--- src/isaPkg.sv ---
package isaPkg;

    // branch group, conditioned on z
    localparam logic [5:0] opBra  = 6'd0;
    localparam logic [5:0] opBne  = 6'd1;
    localparam logic [5:0] opBeq  = 6'd2;

    // two-source alu group
    localparam logic [5:0] opAnd  = 6'd12;
    localparam logic [5:0] opOrr  = 6'd13;
    localparam logic [5:0] opXor  = 6'd15;
    localparam logic [5:0] opNand = 6'd16;
    localparam logic [5:0] opAdd  = 6'd21;
    localparam logic [5:0] opAdc  = 6'd22;
    localparam logic [5:0] opSub  = 6'd23;

    // flag-setting variants, honour the S bit
    localparam logic [5:0] opAdds = 6'd25;
    localparam logic [5:0] opSubs = 6'd26;
    localparam logic [5:0] opAnds = 6'd27;
    localparam logic [5:0] opOrrs = 6'd28;
    localparam logic [5:0] opXors = 6'd29;

    // instruction word fields
    localparam int opcodeMsb   = 15;
    localparam int opcodeLsb   = 10;
    localparam int setFlagsBit = 9;
    localparam int dstMsb      = 8;
    localparam int dstLsb      = 6;
    localparam int src1Msb     = 5;
    localparam int src1Lsb     = 3;
    localparam int src2Msb     = 2;
    localparam int src2Lsb     = 0;

    // routing class {dst[8], src1[5], src2[2]}, a 1 bit means register file
    localparam int routeBits = 3;
    localparam int numRoutes = 1 << routeBits;

endpackage

--- src/ctrlPkg.sv ---
package ctrlPkg;

    localparam int phaseWidth = 3;
    localparam int numPhases  = 1 << phaseWidth;

    // alu function select
    localparam logic [4:0] aluPassA = 5'b10000;
    localparam logic [4:0] aluAdd   = 5'b10100;
    localparam logic [4:0] aluAdc   = 5'b10101;
    localparam logic [4:0] aluSub   = 5'b10110;
    localparam logic [4:0] aluAnd   = 5'b10111;
    localparam logic [4:0] aluOrr   = 5'b11000;
    localparam logic [4:0] aluXor   = 5'b11001;
    localparam logic [4:0] aluNand  = 5'b11010;

    // register file functions
    localparam logic [2:0] rfHold    = 3'b000; // no effect while enables idle
    localparam logic [2:0] rfLoad    = 3'b010;
    localparam logic [2:0] rfClear   = 3'b011;
    localparam logic [2:0] rfLoadImm = 3'b111;

    // address register file functions
    localparam logic [2:0] arfInc   = 3'b001;
    localparam logic [2:0] arfLoad  = 3'b010;
    localparam logic [2:0] arfClear = 3'b011;

    // enables are active low
    localparam logic [3:0] rfSelNone  = 4'b1111;
    localparam logic [3:0] rfScrS1    = 4'b0111;
    localparam logic [3:0] rfScrS2    = 4'b1011;
    localparam logic [3:0] rfScrBoth  = 4'b0011;
    localparam logic [2:0] arfSelNone = 3'b111;
    localparam logic [2:0] arfSelPc   = 3'b011;

    // output selects
    localparam logic [2:0] outSelScratch1 = 3'b100;
    localparam logic [2:0] outSelScratch2 = 3'b101;
    localparam logic [1:0] arfOutPc       = 2'b00;

    // datapath multiplexers
    localparam logic [1:0] muxAAlu  = 2'b00;
    localparam logic [1:0] muxAArf  = 2'b01;
    localparam logic [1:0] muxAImm  = 2'b11;
    localparam logic [1:0] muxBAlu  = 2'b00;
    localparam logic [1:0] muxBArf  = 2'b01;
    localparam logic [1:0] idleMux  = 2'b00;
    localparam logic       muxCIdle = 1'b0;

endpackage

--- src/phaseCounter.sv ---
`timescale 1ns/1ps

module phaseCounter import ctrlPkg::*; (
    input  logic                 Clock,
    input  logic                 rstN,
    input  logic                 endOfInstr,
    output logic [numPhases-1:0] phase
);

    logic [phaseWidth-1:0] count;

    always_ff @(posedge Clock or negedge rstN) begin
        if (!rstN) begin
            count <= '0;
        end else if (endOfInstr) begin
            count <= '0; // next instruction starts with fetch
        end else begin
            count <= count + 1'b1;
        end
    end

    // one-hot timing T0..T7
    assign phase = numPhases'(1) << count;

endmodule

--- src/instructionDecoder.sv ---
`timescale 1ns/1ps

module instructionDecoder import isaPkg::*, ctrlPkg::*; (
    input  logic [15:0]          irOut,
    input  logic                 z,
    output logic                 isBranchTaken,
    output logic                 isBranchSkipped,
    output logic                 isAluTwoSrc,
    output logic [numRoutes-1:0] route,
    output logic [1:0]           src1Code,
    output logic [1:0]           src2Code,
    output logic [3:0]           dstRfSel,
    output logic [2:0]           dstArfSel,
    output logic [4:0]           aluCode,
    output logic                 setFlags
);

    logic [5:0]           opcode;
    logic [routeBits-1:0] routeClass;
    logic [3:0]           dstSel;
    logic                 isBranch;
    logic                 isFlagOp;

    // arf outc code for sp and ar is swapped against the field
    function automatic logic [1:0] srcToCode(input logic [2:0] field);
        case (field)
            3'd2:    return 2'b11; // sp
            3'd3:    return 2'b10; // ar
            default: return field[1:0];
        endcase
    endfunction

    assign opcode = irOut[opcodeMsb:opcodeLsb];

    always_comb begin
        isBranch      = 1'b1;
        isBranchTaken = 1'b0;
        case (opcode)
            opBra:   isBranchTaken = 1'b1;
            opBne:   isBranchTaken = ~z;
            opBeq:   isBranchTaken = z;
            default: isBranch = 1'b0;
        endcase
    end

    assign isBranchSkipped = isBranch & ~isBranchTaken;

    assign isAluTwoSrc = opcode inside {opAnd, opOrr, opXor, opNand, opAdd, opAdc, opSub,
                                        opAdds, opSubs, opAnds, opOrrs, opXors};
    assign isFlagOp    = opcode inside {opAdds, opSubs, opAnds, opOrrs, opXors};
    assign setFlags    = isFlagOp & irOut[setFlagsBit];

    always_comb begin
        case (opcode)
            opAnd, opAnds: aluCode = aluAnd;
            opOrr, opOrrs: aluCode = aluOrr;
            opXor, opXors: aluCode = aluXor;
            opNand:        aluCode = aluNand;
            opAdd, opAdds: aluCode = aluAdd;
            opAdc:         aluCode = aluAdc;
            opSub, opSubs: aluCode = aluSub;
            default:       aluCode = aluPassA;
        endcase
    end

    assign routeClass = {irOut[dstMsb], irOut[src1Msb], irOut[src2Msb]};
    assign route      = numRoutes'(1) << routeClass;

    assign src1Code = srcToCode(irOut[src1Msb:src1Lsb]);
    assign src2Code = srcToCode(irOut[src2Msb:src2Lsb]);

    // active-low enables, 0/1 both hit pc
    always_comb begin
        case (irOut[dstMsb:dstLsb])
            3'd0, 3'd1: dstSel = 4'b0011;
            3'd2:       dstSel = 4'b0110;
            3'd3:       dstSel = 4'b0101;
            3'd4:       dstSel = 4'b0111;
            3'd5:       dstSel = 4'b1011;
            3'd6:       dstSel = 4'b1101;
            default:    dstSel = 4'b1110;
        endcase
    end

    assign dstRfSel  = dstSel;
    assign dstArfSel = dstSel[2:0];

endmodule

--- src/datapathControl.sv ---
`timescale 1ns/1ps

module datapathControl import isaPkg::*, ctrlPkg::*; (
    input  logic [numPhases-1:0] phase,
    input  logic                 isBranchTaken,
    input  logic                 isAluTwoSrc,
    input  logic [numRoutes-1:0] route,
    input  logic [1:0]           src1Code,
    input  logic [1:0]           src2Code,
    input  logic [3:0]           dstRfSel,
    input  logic [2:0]           dstArfSel,
    input  logic [4:0]           aluCode,
    input  logic                 setFlags,
    output logic [2:0]           rfOutASel,
    output logic [2:0]           rfOutBSel,
    output logic [2:0]           rfFunSel,
    output logic [3:0]           rfRegSel,
    output logic [3:0]           rfScrSel,
    output logic [4:0]           aluFunSel,
    output logic                 aluWf,
    output logic [1:0]           arfOutCSel,
    output logic [2:0]           arfFunSel,
    output logic [2:0]           arfRegSel,
    output logic [1:0]           muxASel,
    output logic [1:0]           muxBSel,
    output logic                 muxCSel
);

    logic       fetch;
    logic       branchExec;
    logic       aluExec;
    logic       dstInArf;
    logic       src1InArf;
    logic       src2InArf;
    logic       writePhase;
    logic       clearPhase;
    logic [3:0] scrMask;

    assign fetch      = phase[0] | phase[1];
    assign branchExec = isBranchTaken & ~fetch;
    assign aluExec    = isAluTwoSrc & ~fetch;

    // class index is {dst, src1, src2}
    assign dstInArf  = |route[3:0];
    assign src1InArf = route[0] | route[1] | route[4] | route[5];
    assign src2InArf = route[0] | route[2] | route[4] | route[6];

    // the one phase where the result reaches its destination
    assign writePhase = ((route[3] | route[7]) & phase[2])
                      | ((route[1] | route[2] | route[5] | route[6]) & phase[3])
                      | ((route[0] | route[4]) & phase[4]);

    // rf function is free during an arf write, else one phase later
    assign clearPhase = dstInArf ? writePhase
                      : (((route[5] | route[6]) & phase[4]) | (route[4] & phase[5]));

    assign scrMask = (src1InArf ? rfScrS1 : rfSelNone) & (src2InArf ? rfScrS2 : rfSelNone);

    assign muxCSel = muxCIdle; // no byte-wise memory writes here

    always_comb begin
        rfOutASel  = outSelScratch1;
        rfOutBSel  = outSelScratch2;
        rfFunSel   = rfHold;
        rfRegSel   = rfSelNone;
        rfScrSel   = rfSelNone;
        aluFunSel  = aluPassA;
        aluWf      = 1'b0;
        arfOutCSel = arfOutPc;
        arfFunSel  = arfLoad;
        arfRegSel  = arfSelNone;
        muxASel    = idleMux;
        muxBSel    = idleMux;

        if (fetch) begin
            arfFunSel = arfInc; // pc steps once per fetched byte
            arfRegSel = arfSelPc;
        end

        if (branchExec) begin
            aluFunSel = aluAdd;
            if (phase[2]) begin
                muxASel  = muxAImm; // offset into s1
                rfFunSel = rfLoadImm;
                rfScrSel = rfScrS1;
            end
            if (phase[3]) begin
                arfOutCSel = arfOutPc; // pc into s2
                muxASel    = muxAArf;
                rfFunSel   = rfLoad;
                rfScrSel   = rfScrS2;
            end
            if (phase[4]) begin
                muxBSel   = muxBAlu; // s1 + s2 back into pc
                arfFunSel = arfLoad;
                arfRegSel = arfSelPc;
                rfFunSel  = rfClear;
                rfScrSel  = rfScrBoth;
            end
        end

        if (aluExec) begin
            aluFunSel = aluCode;
            aluWf     = setFlags;
            rfOutASel = src1InArf ? outSelScratch1 : {1'b0, src1Code};
            rfOutBSel = src2InArf ? outSelScratch2 : {1'b0, src2Code};

            // arf operands go through scratch, src1 first
            if (phase[2] && src1InArf) begin
                arfOutCSel = src1Code;
                muxASel    = muxAArf;
                rfFunSel   = rfLoad;
                rfScrSel   = rfScrS1;
            end else if ((phase[2] || (phase[3] && src1InArf)) && src2InArf) begin
                arfOutCSel = src2Code;
                muxASel    = muxAArf;
                rfFunSel   = rfLoad;
                rfScrSel   = rfScrS2;
            end

            if (writePhase) begin
                if (dstInArf) begin
                    muxBSel   = muxBAlu;
                    arfFunSel = arfLoad;
                    arfRegSel = dstArfSel;
                end else begin
                    muxASel  = muxAAlu;
                    rfFunSel = rfLoad;
                    rfRegSel = dstRfSel;
                end
            end

            if (clearPhase && scrMask != rfSelNone) begin
                rfFunSel = rfClear; // leave scratch zeroed
                rfScrSel = scrMask;
            end
        end
    end

endmodule

--- src/sequenceControl.sv ---
`timescale 1ns/1ps

module sequenceControl import isaPkg::*, ctrlPkg::*; (
    input  logic [numPhases-1:0] phase,
    input  logic                 isBranchTaken,
    input  logic                 isBranchSkipped,
    input  logic                 isAluTwoSrc,
    input  logic [numRoutes-1:0] route,
    output logic                 irLh,
    output logic                 irWrite,
    output logic                 memWr,
    output logic                 memCs,
    output logic [1:0]           arfOutDSel,
    output logic                 endOfInstr
);

    logic fetch;
    logic isNop;
    logic aluLast;

    assign fetch = phase[0] | phase[1];

    assign irWrite    = fetch;
    assign irLh       = phase[1]; // low half in T0, high half in T1
    assign memCs      = ~fetch;   // active low, deselected in execute
    assign memWr      = 1'b0;     // fetch only reads
    assign arfOutDSel = arfOutPc; // memory addressed by pc

    // unknown opcodes fall through as nop
    assign isNop = ~(isBranchTaken | isBranchSkipped | isAluTwoSrc);

    // last phase per routing class
    assign aluLast = ((route[3] | route[7]) & phase[2])
                   | ((route[1] | route[2]) & phase[3])
                   | ((route[0] | route[5] | route[6]) & phase[4])
                   | (route[4] & phase[5]);

    assign endOfInstr = ((isBranchSkipped | isNop) & phase[2])
                      | (isBranchTaken & phase[4])
                      | (isAluTwoSrc & aluLast);

endmodule

--- src/controlUnit.sv ---
`timescale 1ns/1ps

module controlUnit import isaPkg::*, ctrlPkg::*; (
    input  logic                 Clock,
    input  logic                 rstN,
    input  logic [15:0]          irOut,
    input  logic                 z,
    output logic [numPhases-1:0] T,
    output logic [2:0]           rfOutASel,
    output logic [2:0]           rfOutBSel,
    output logic [2:0]           rfFunSel,
    output logic [3:0]           rfRegSel,
    output logic [3:0]           rfScrSel,
    output logic [4:0]           aluFunSel,
    output logic                 aluWf,
    output logic [1:0]           arfOutCSel,
    output logic [1:0]           arfOutDSel,
    output logic [2:0]           arfFunSel,
    output logic [2:0]           arfRegSel,
    output logic                 irLh,
    output logic                 irWrite,
    output logic                 memWr,
    output logic                 memCs,
    output logic [1:0]           muxASel,
    output logic [1:0]           muxBSel,
    output logic                 muxCSel
);

    logic [numPhases-1:0] phase;
    logic                 endOfInstr;
    logic                 isBranchTaken;
    logic                 isBranchSkipped;
    logic                 isAluTwoSrc;
    logic [numRoutes-1:0] route;
    logic [1:0]           src1Code;
    logic [1:0]           src2Code;
    logic [3:0]           dstRfSel;
    logic [2:0]           dstArfSel;
    logic [4:0]           aluCode;
    logic                 setFlags;

    assign T = phase;

    phaseCounter phaseCounter0 (
        .Clock      (Clock),
        .rstN       (rstN),
        .endOfInstr (endOfInstr),
        .phase      (phase)
    );

    // irOut and z are held stable from T2 to the end of the instruction
    instructionDecoder instructionDecoder0 (
        .irOut           (irOut),
        .z               (z),
        .isBranchTaken   (isBranchTaken),
        .isBranchSkipped (isBranchSkipped),
        .isAluTwoSrc     (isAluTwoSrc),
        .route           (route),
        .src1Code        (src1Code),
        .src2Code        (src2Code),
        .dstRfSel        (dstRfSel),
        .dstArfSel       (dstArfSel),
        .aluCode         (aluCode),
        .setFlags        (setFlags)
    );

    datapathControl datapathControl0 (
        .phase         (phase),
        .isBranchTaken (isBranchTaken),
        .isAluTwoSrc   (isAluTwoSrc),
        .route         (route),
        .src1Code      (src1Code),
        .src2Code      (src2Code),
        .dstRfSel      (dstRfSel),
        .dstArfSel     (dstArfSel),
        .aluCode       (aluCode),
        .setFlags      (setFlags),
        .rfOutASel     (rfOutASel),
        .rfOutBSel     (rfOutBSel),
        .rfFunSel      (rfFunSel),
        .rfRegSel      (rfRegSel),
        .rfScrSel      (rfScrSel),
        .aluFunSel     (aluFunSel),
        .aluWf         (aluWf),
        .arfOutCSel    (arfOutCSel),
        .arfFunSel     (arfFunSel),
        .arfRegSel     (arfRegSel),
        .muxASel       (muxASel),
        .muxBSel       (muxBSel),
        .muxCSel       (muxCSel)
    );

    sequenceControl sequenceControl0 (
        .phase           (phase),
        .isBranchTaken   (isBranchTaken),
        .isBranchSkipped (isBranchSkipped),
        .isAluTwoSrc     (isAluTwoSrc),
        .route           (route),
        .irLh            (irLh),
        .irWrite         (irWrite),
        .memWr           (memWr),
        .memCs           (memCs),
        .arfOutDSel      (arfOutDSel),
        .endOfInstr      (endOfInstr)
    );

endmodule

--- config.mk ---
export PLATFORM = sky130hd
export DESIGN_NAME = controlUnit
export DESIGN_NICKNAME = d
export VERILOG_FILES = /design/src/isaPkg.sv /design/src/ctrlPkg.sv /design/src/phaseCounter.sv /design/src/instructionDecoder.sv /design/src/datapathControl.sv /design/src/sequenceControl.sv /design/src/controlUnit.sv
export SDC_FILE = /design/constraint.sdc
export NUM_CORES = 1
export LEC_CHECK = 0
export ABC_AREA = 1
export BUFFER_PORTS_ARGS = -buffer_cell sky130_fd_sc_hd__buf_2
export CORE_AREA = 3 3 59 61
export CTS_BUF_LIST = sky130_fd_sc_hd__clkbuf_4 sky130_fd_sc_hd__clkbuf_8
export DETAILED_ROUTE_END_ITERATION = 7
export DIE_AREA = 0 0 62 64
export GPL_TIMING_DRIVEN = 1
export PLACE_DENSITY = 0.79
export RECOVER_POWER = 25
export SYNTH_ARGS = -nofsm -noshare
export SYNTH_HDL_FRONTEND = slang
export SYNTH_HIERARCHICAL = 1
export SYNTH_SLANG_ARGS = --single-unit
--- constraint.sdc ---
create_clock -name Clock -period 1.9 [get_ports Clock]
set_input_delay 0.095 -clock Clock [delete_from_list [all_inputs] [get_ports Clock]]
set_output_delay 0.095 -clock Clock [all_outputs]
set_load 0.05 [all_outputs]
==> results.rst <==
.. list-table::
   :header-rows: 1

   * - Metric
     - Value
   * - Seq. cell area
     - 75.1 um2
   * - Avg WL per Cell
     - 20.0 um
   * - Effective utilization at floorplan
     - 0.464
   * - Height of the chip
     - 64 um
   * - Uppermost layer routed
     - met4
   * - Ant. Diodes
     - 0
   * - Leakage power of the design
     - 0.00145 uW
   * - Worst setup SP type
     - flip-flop
   * - Worst slew slack as a fraction of its limit
     - 0.538
   * - Synth unique cells
     - 30
   * - M1 wire length
     - 2.55 mm
   * - Post-synthesis sequential element count
     - 3
   * - Number of flip-flops under the largest register name
     - 3
   * - Pin count of the biggest net entering global routing
     - 9
   * - Top post-synthesis cells by area
     - sky130_fd_sc_hd__nand2_1, sky130_fd_sc_hd__inv_1, sky130_fd_sc_hd__nor2_1, sky130_fd_sc_hd__ha_1, sky130_fd_sc_hd__buf_4
   * - Post-synth design cell area
     - 1410 um2
   * - Leading cell types in the layout, fill and taps excluded
     - sky130_fd_sc_hd__buf_4, sky130_fd_sc_hd__nand2_1, sky130_fd_sc_hd__inv_1, sky130_fd_sc_hd__buf_2, sky130_fd_sc_hd__buf_6
   * - Number of H-tree levels
     - 1
   * - Placed insts
     - 393
   * - Setup repair after global routing missed its margin
     - true
   * - DR vias
     - 2458
   * - Fin. Hold Viols
     - 0
   * - Peak Freq
     - 0.375 GHz
   * - Highest fanout seen on the critical path
     - 3
   * - Power Dens Cells
     - 1100 nW/um2
   * - Horizontal die dimension
     - 62 um
   * - Area of the placeable core
     - 3030 um2
   * - Setup-failing EPs final
     - 26
   * - Largest delay contributor family on the critical path
     - buffers and inverters
   * - Worst setup slack after layout
     - -0.764 ns
   * - Total of buffers placed on input and output ports
     - 58
   * - Fin. max-slew vios
     - 0
   * - Total Nets Final
     - 399
   * - Combined buffer and inverter count along the critical path
     - 4
   * - Remaining Overflow, GRT
     - 0
   * - CP Class
     - reg2out
   * - Status
     - finished with violations
   * - Maximum resistive drop on vdd
     - 1690 uV
   * - Total die area
     - 3970 um2
   * - Clock transition time at the flip-flop clock pins of the worst setup and hold paths
     - 0.04 ns
   * - Instance count of the mapped netlist
     - 261
   * - Clock buffer count from CTS
     - 3
   * - # rows
     - 20
   * - Number of fill cells in the layout
     - 116
   * - Clock Tree Root
     - sky130_fd_sc_hd__clkbuf_4
   * - Routed length on met3
     - 910 um
   * - Pin slew with the least headroom to its limit
     - 0.686 ns
   * - Most frequent standard cell in the layout excluding fill and tap cells
     - sky130_fd_sc_hd__buf_4
   * - Later-pin clock latency in the skew report
     - 0.23 ns
   * - Area occupied by multi-input gates
     - 1450 um2
   * - RD Place Congestion
     - 0.914
   * - Cell area after layout
     - 2800 um2
   * - Mean Syn Cell Area
     - 5.38 um2
   * - First-pass DRT Iterations
     - 6
   * - Skew final
     - 0.00101 ns
   * - Vias in the first global route
     - 2261
   * - DRC marker count from the first detailed-route iteration
     - 350
   * - Wire length of the first global-routing pass
     - 10.3 mm
   * - Number of design rule violations left after detail routing
     - 0
   * - Failing checks
     - setup timing
   * - Placed wire-length estimate after detailed placement
     - 3.50 mm
   * - Synthesis-to-finish area growth
     - 99.2%
   * - Global routing usage summed across all routing layers
     - 0.343
   * - Clock tree sinks
     - 3
   * - Required time at the endpoint of the critical path
     - 1.80 ns
   * - Worst Hold Margin
     - 0.214 ns
   * - Post-DRT Antenna Nets
     - 0
   * - Initial antenna violation count
     - 0
   * - Layout cells sized above 1
     - 0.565
   * - Most flop-heavy register
     - phaseCounter0/count
   * - Synthesis warning total
     - 6
   * - Part of the Yosys area used for sequential elements
     - 0.0534
   * - Post-layout minimum cycle time
     - 2.66 ns
   * - Dpl cell area
     - 2140 um2
   * - Max incr delay on CP
     - 0.54 ns
   * - Fraction of post-synthesis cell area in the top cell type by area
     - 0.158
   * - Non-filler cells, final
     - 412
   * - Met2 wirelength from detailed routing
     - 4.03 mm
   * - DRT Wirelength
     - 8.23 mm
   * - Routed via count divided by cell count
     - 5.97
   * - Portion of the clock cycle consumed by the worst path in the final layout
     - 1.40
   * - Largest registers in the final layout
     - phaseCounter0/count: 3 flops
   * - Arrival time reported for the critical path endpoint
     - 2.57 ns
   * - Bufs on Longest Clock Path
     - 2
   * - Path class of the lowest-slack min-delay path
     - in2async
   * - Cell accounting for the most synthesized area
     - sky130_fd_sc_hd__nand2_1
   * - Crit path max-delay cell type
     - sky130_fd_sc_hd__o21ai_0
   * - Number of I/O pins
     - 69
   * - Max-Cap Viols
     - 0
   * - Capturing element type of the critical path
     - output port
   * - Sequence of cells on the critical path
     - buf_4 > ha_4 > ha_4 > inv_2 > nand2_2 > buf_4 > o21ai_0 > nand4_1 > buf_6
   * - CTS tree
     - yes
[metal layers]
layer / track usage / up-vias
li1: - / 1004
met1: 0.380 / 1110
met2: 0.540 / 257
met3: 0.121 / 87
met4: 0.207 / 0
met5: 0 / -
[repair_timing]
action,in CTS,in global routing
setup endpoints to repair,27,27
pin swaps,22,20
hold buffers,1,0
gates resized for setup,111,30
hold endpoints to repair,3,0
buffers inserted,10,4
[report_power, final]
part	switching, uW	internal, uW	total (uW)
logic	1830	973	2810
clock network	31.9	92.8	125
registers	44.5	98.8	143
[synthesized netlist by cell type, drive strengths merged]
cell	count
a21boi	2
xnor2	1
buf	15
nor2	44
clkbuf	2
a21oi	1
nand3	20
o31ai	1
inv	52
o211ai	4
o22ai	1
a211oi	2
o21ai	12
conb	4
ha	11
nand2	64
or2	8
nand4	5
dfrtp	3
nor3	9
[worst register-to-register path, delay by kind of cell (launching register included)]
family	cells	cell delay [ns]
compound gates	1	0.15
simple gates	4	0.40
flops	1	0.40
buf+inv	2	0.32
fa+ha+maj	2	0.34
[worst paths after layout]
check | from | to | slack, ns | cells past startpoint
hold reg to reg | phaseCounter0/count[0] | phaseCounter0/count[0] | 0.63 | 2
setup / recovery | phaseCounter0/count[0] | rfFunSel[1] | -0.76 | 9
setup reg to reg | phaseCounter0/count[0] | phaseCounter0/count[1] | 0.20 | 9
max in group asynchronous | rstN | phaseCounter0/count[1] | 1.53 | 2
min in group Clock | phaseCounter0/count[0] | phaseCounter0/count[0] | 0.63 | 2
hold / removal | rstN | phaseCounter0/count[0] | 0.21 | 2
[metrics by stage]
step	TNS (ns)	utilization	total power (uW)	setup WS (ns)
after floorplan	-7.49	-	1590	-0.374
after global placement	-1.82	0.707	2160	-0.148
after detailed placement	-3.23	0.707	2190	-0.225
after CTS	-2.21	0.874	2770	-0.166
after global routing	-8.57	0.924	3250	-0.975
final	-5.69	0.924	3070	-0.764
[kinds of logic (layout without fill, tap and decap cells)]
group	Yosys count	after routing	synth area share
AND/OR/NAND/NOR	150	150	0.500
buffers and inverters	69	170	0.227
AO/OA/AOI/OAI	23	23	0.105
adder cells (fa/ha/maj)	11	11	0.0980
other	4	10	0.0107
flip-flops	3	3	0.0534
XOR/XNOR	1	1	0.00623
[layout make-up]
cell class,instances,area share
timing repair buffer,114,0.346
multi-input combinational,195,0.519
tap,44,0.0197
clock buffer,4,0.0107
inverter,52,0.0769
sequential,3,0.0268
Note: power is estimated with default switching activity, not from simulation.
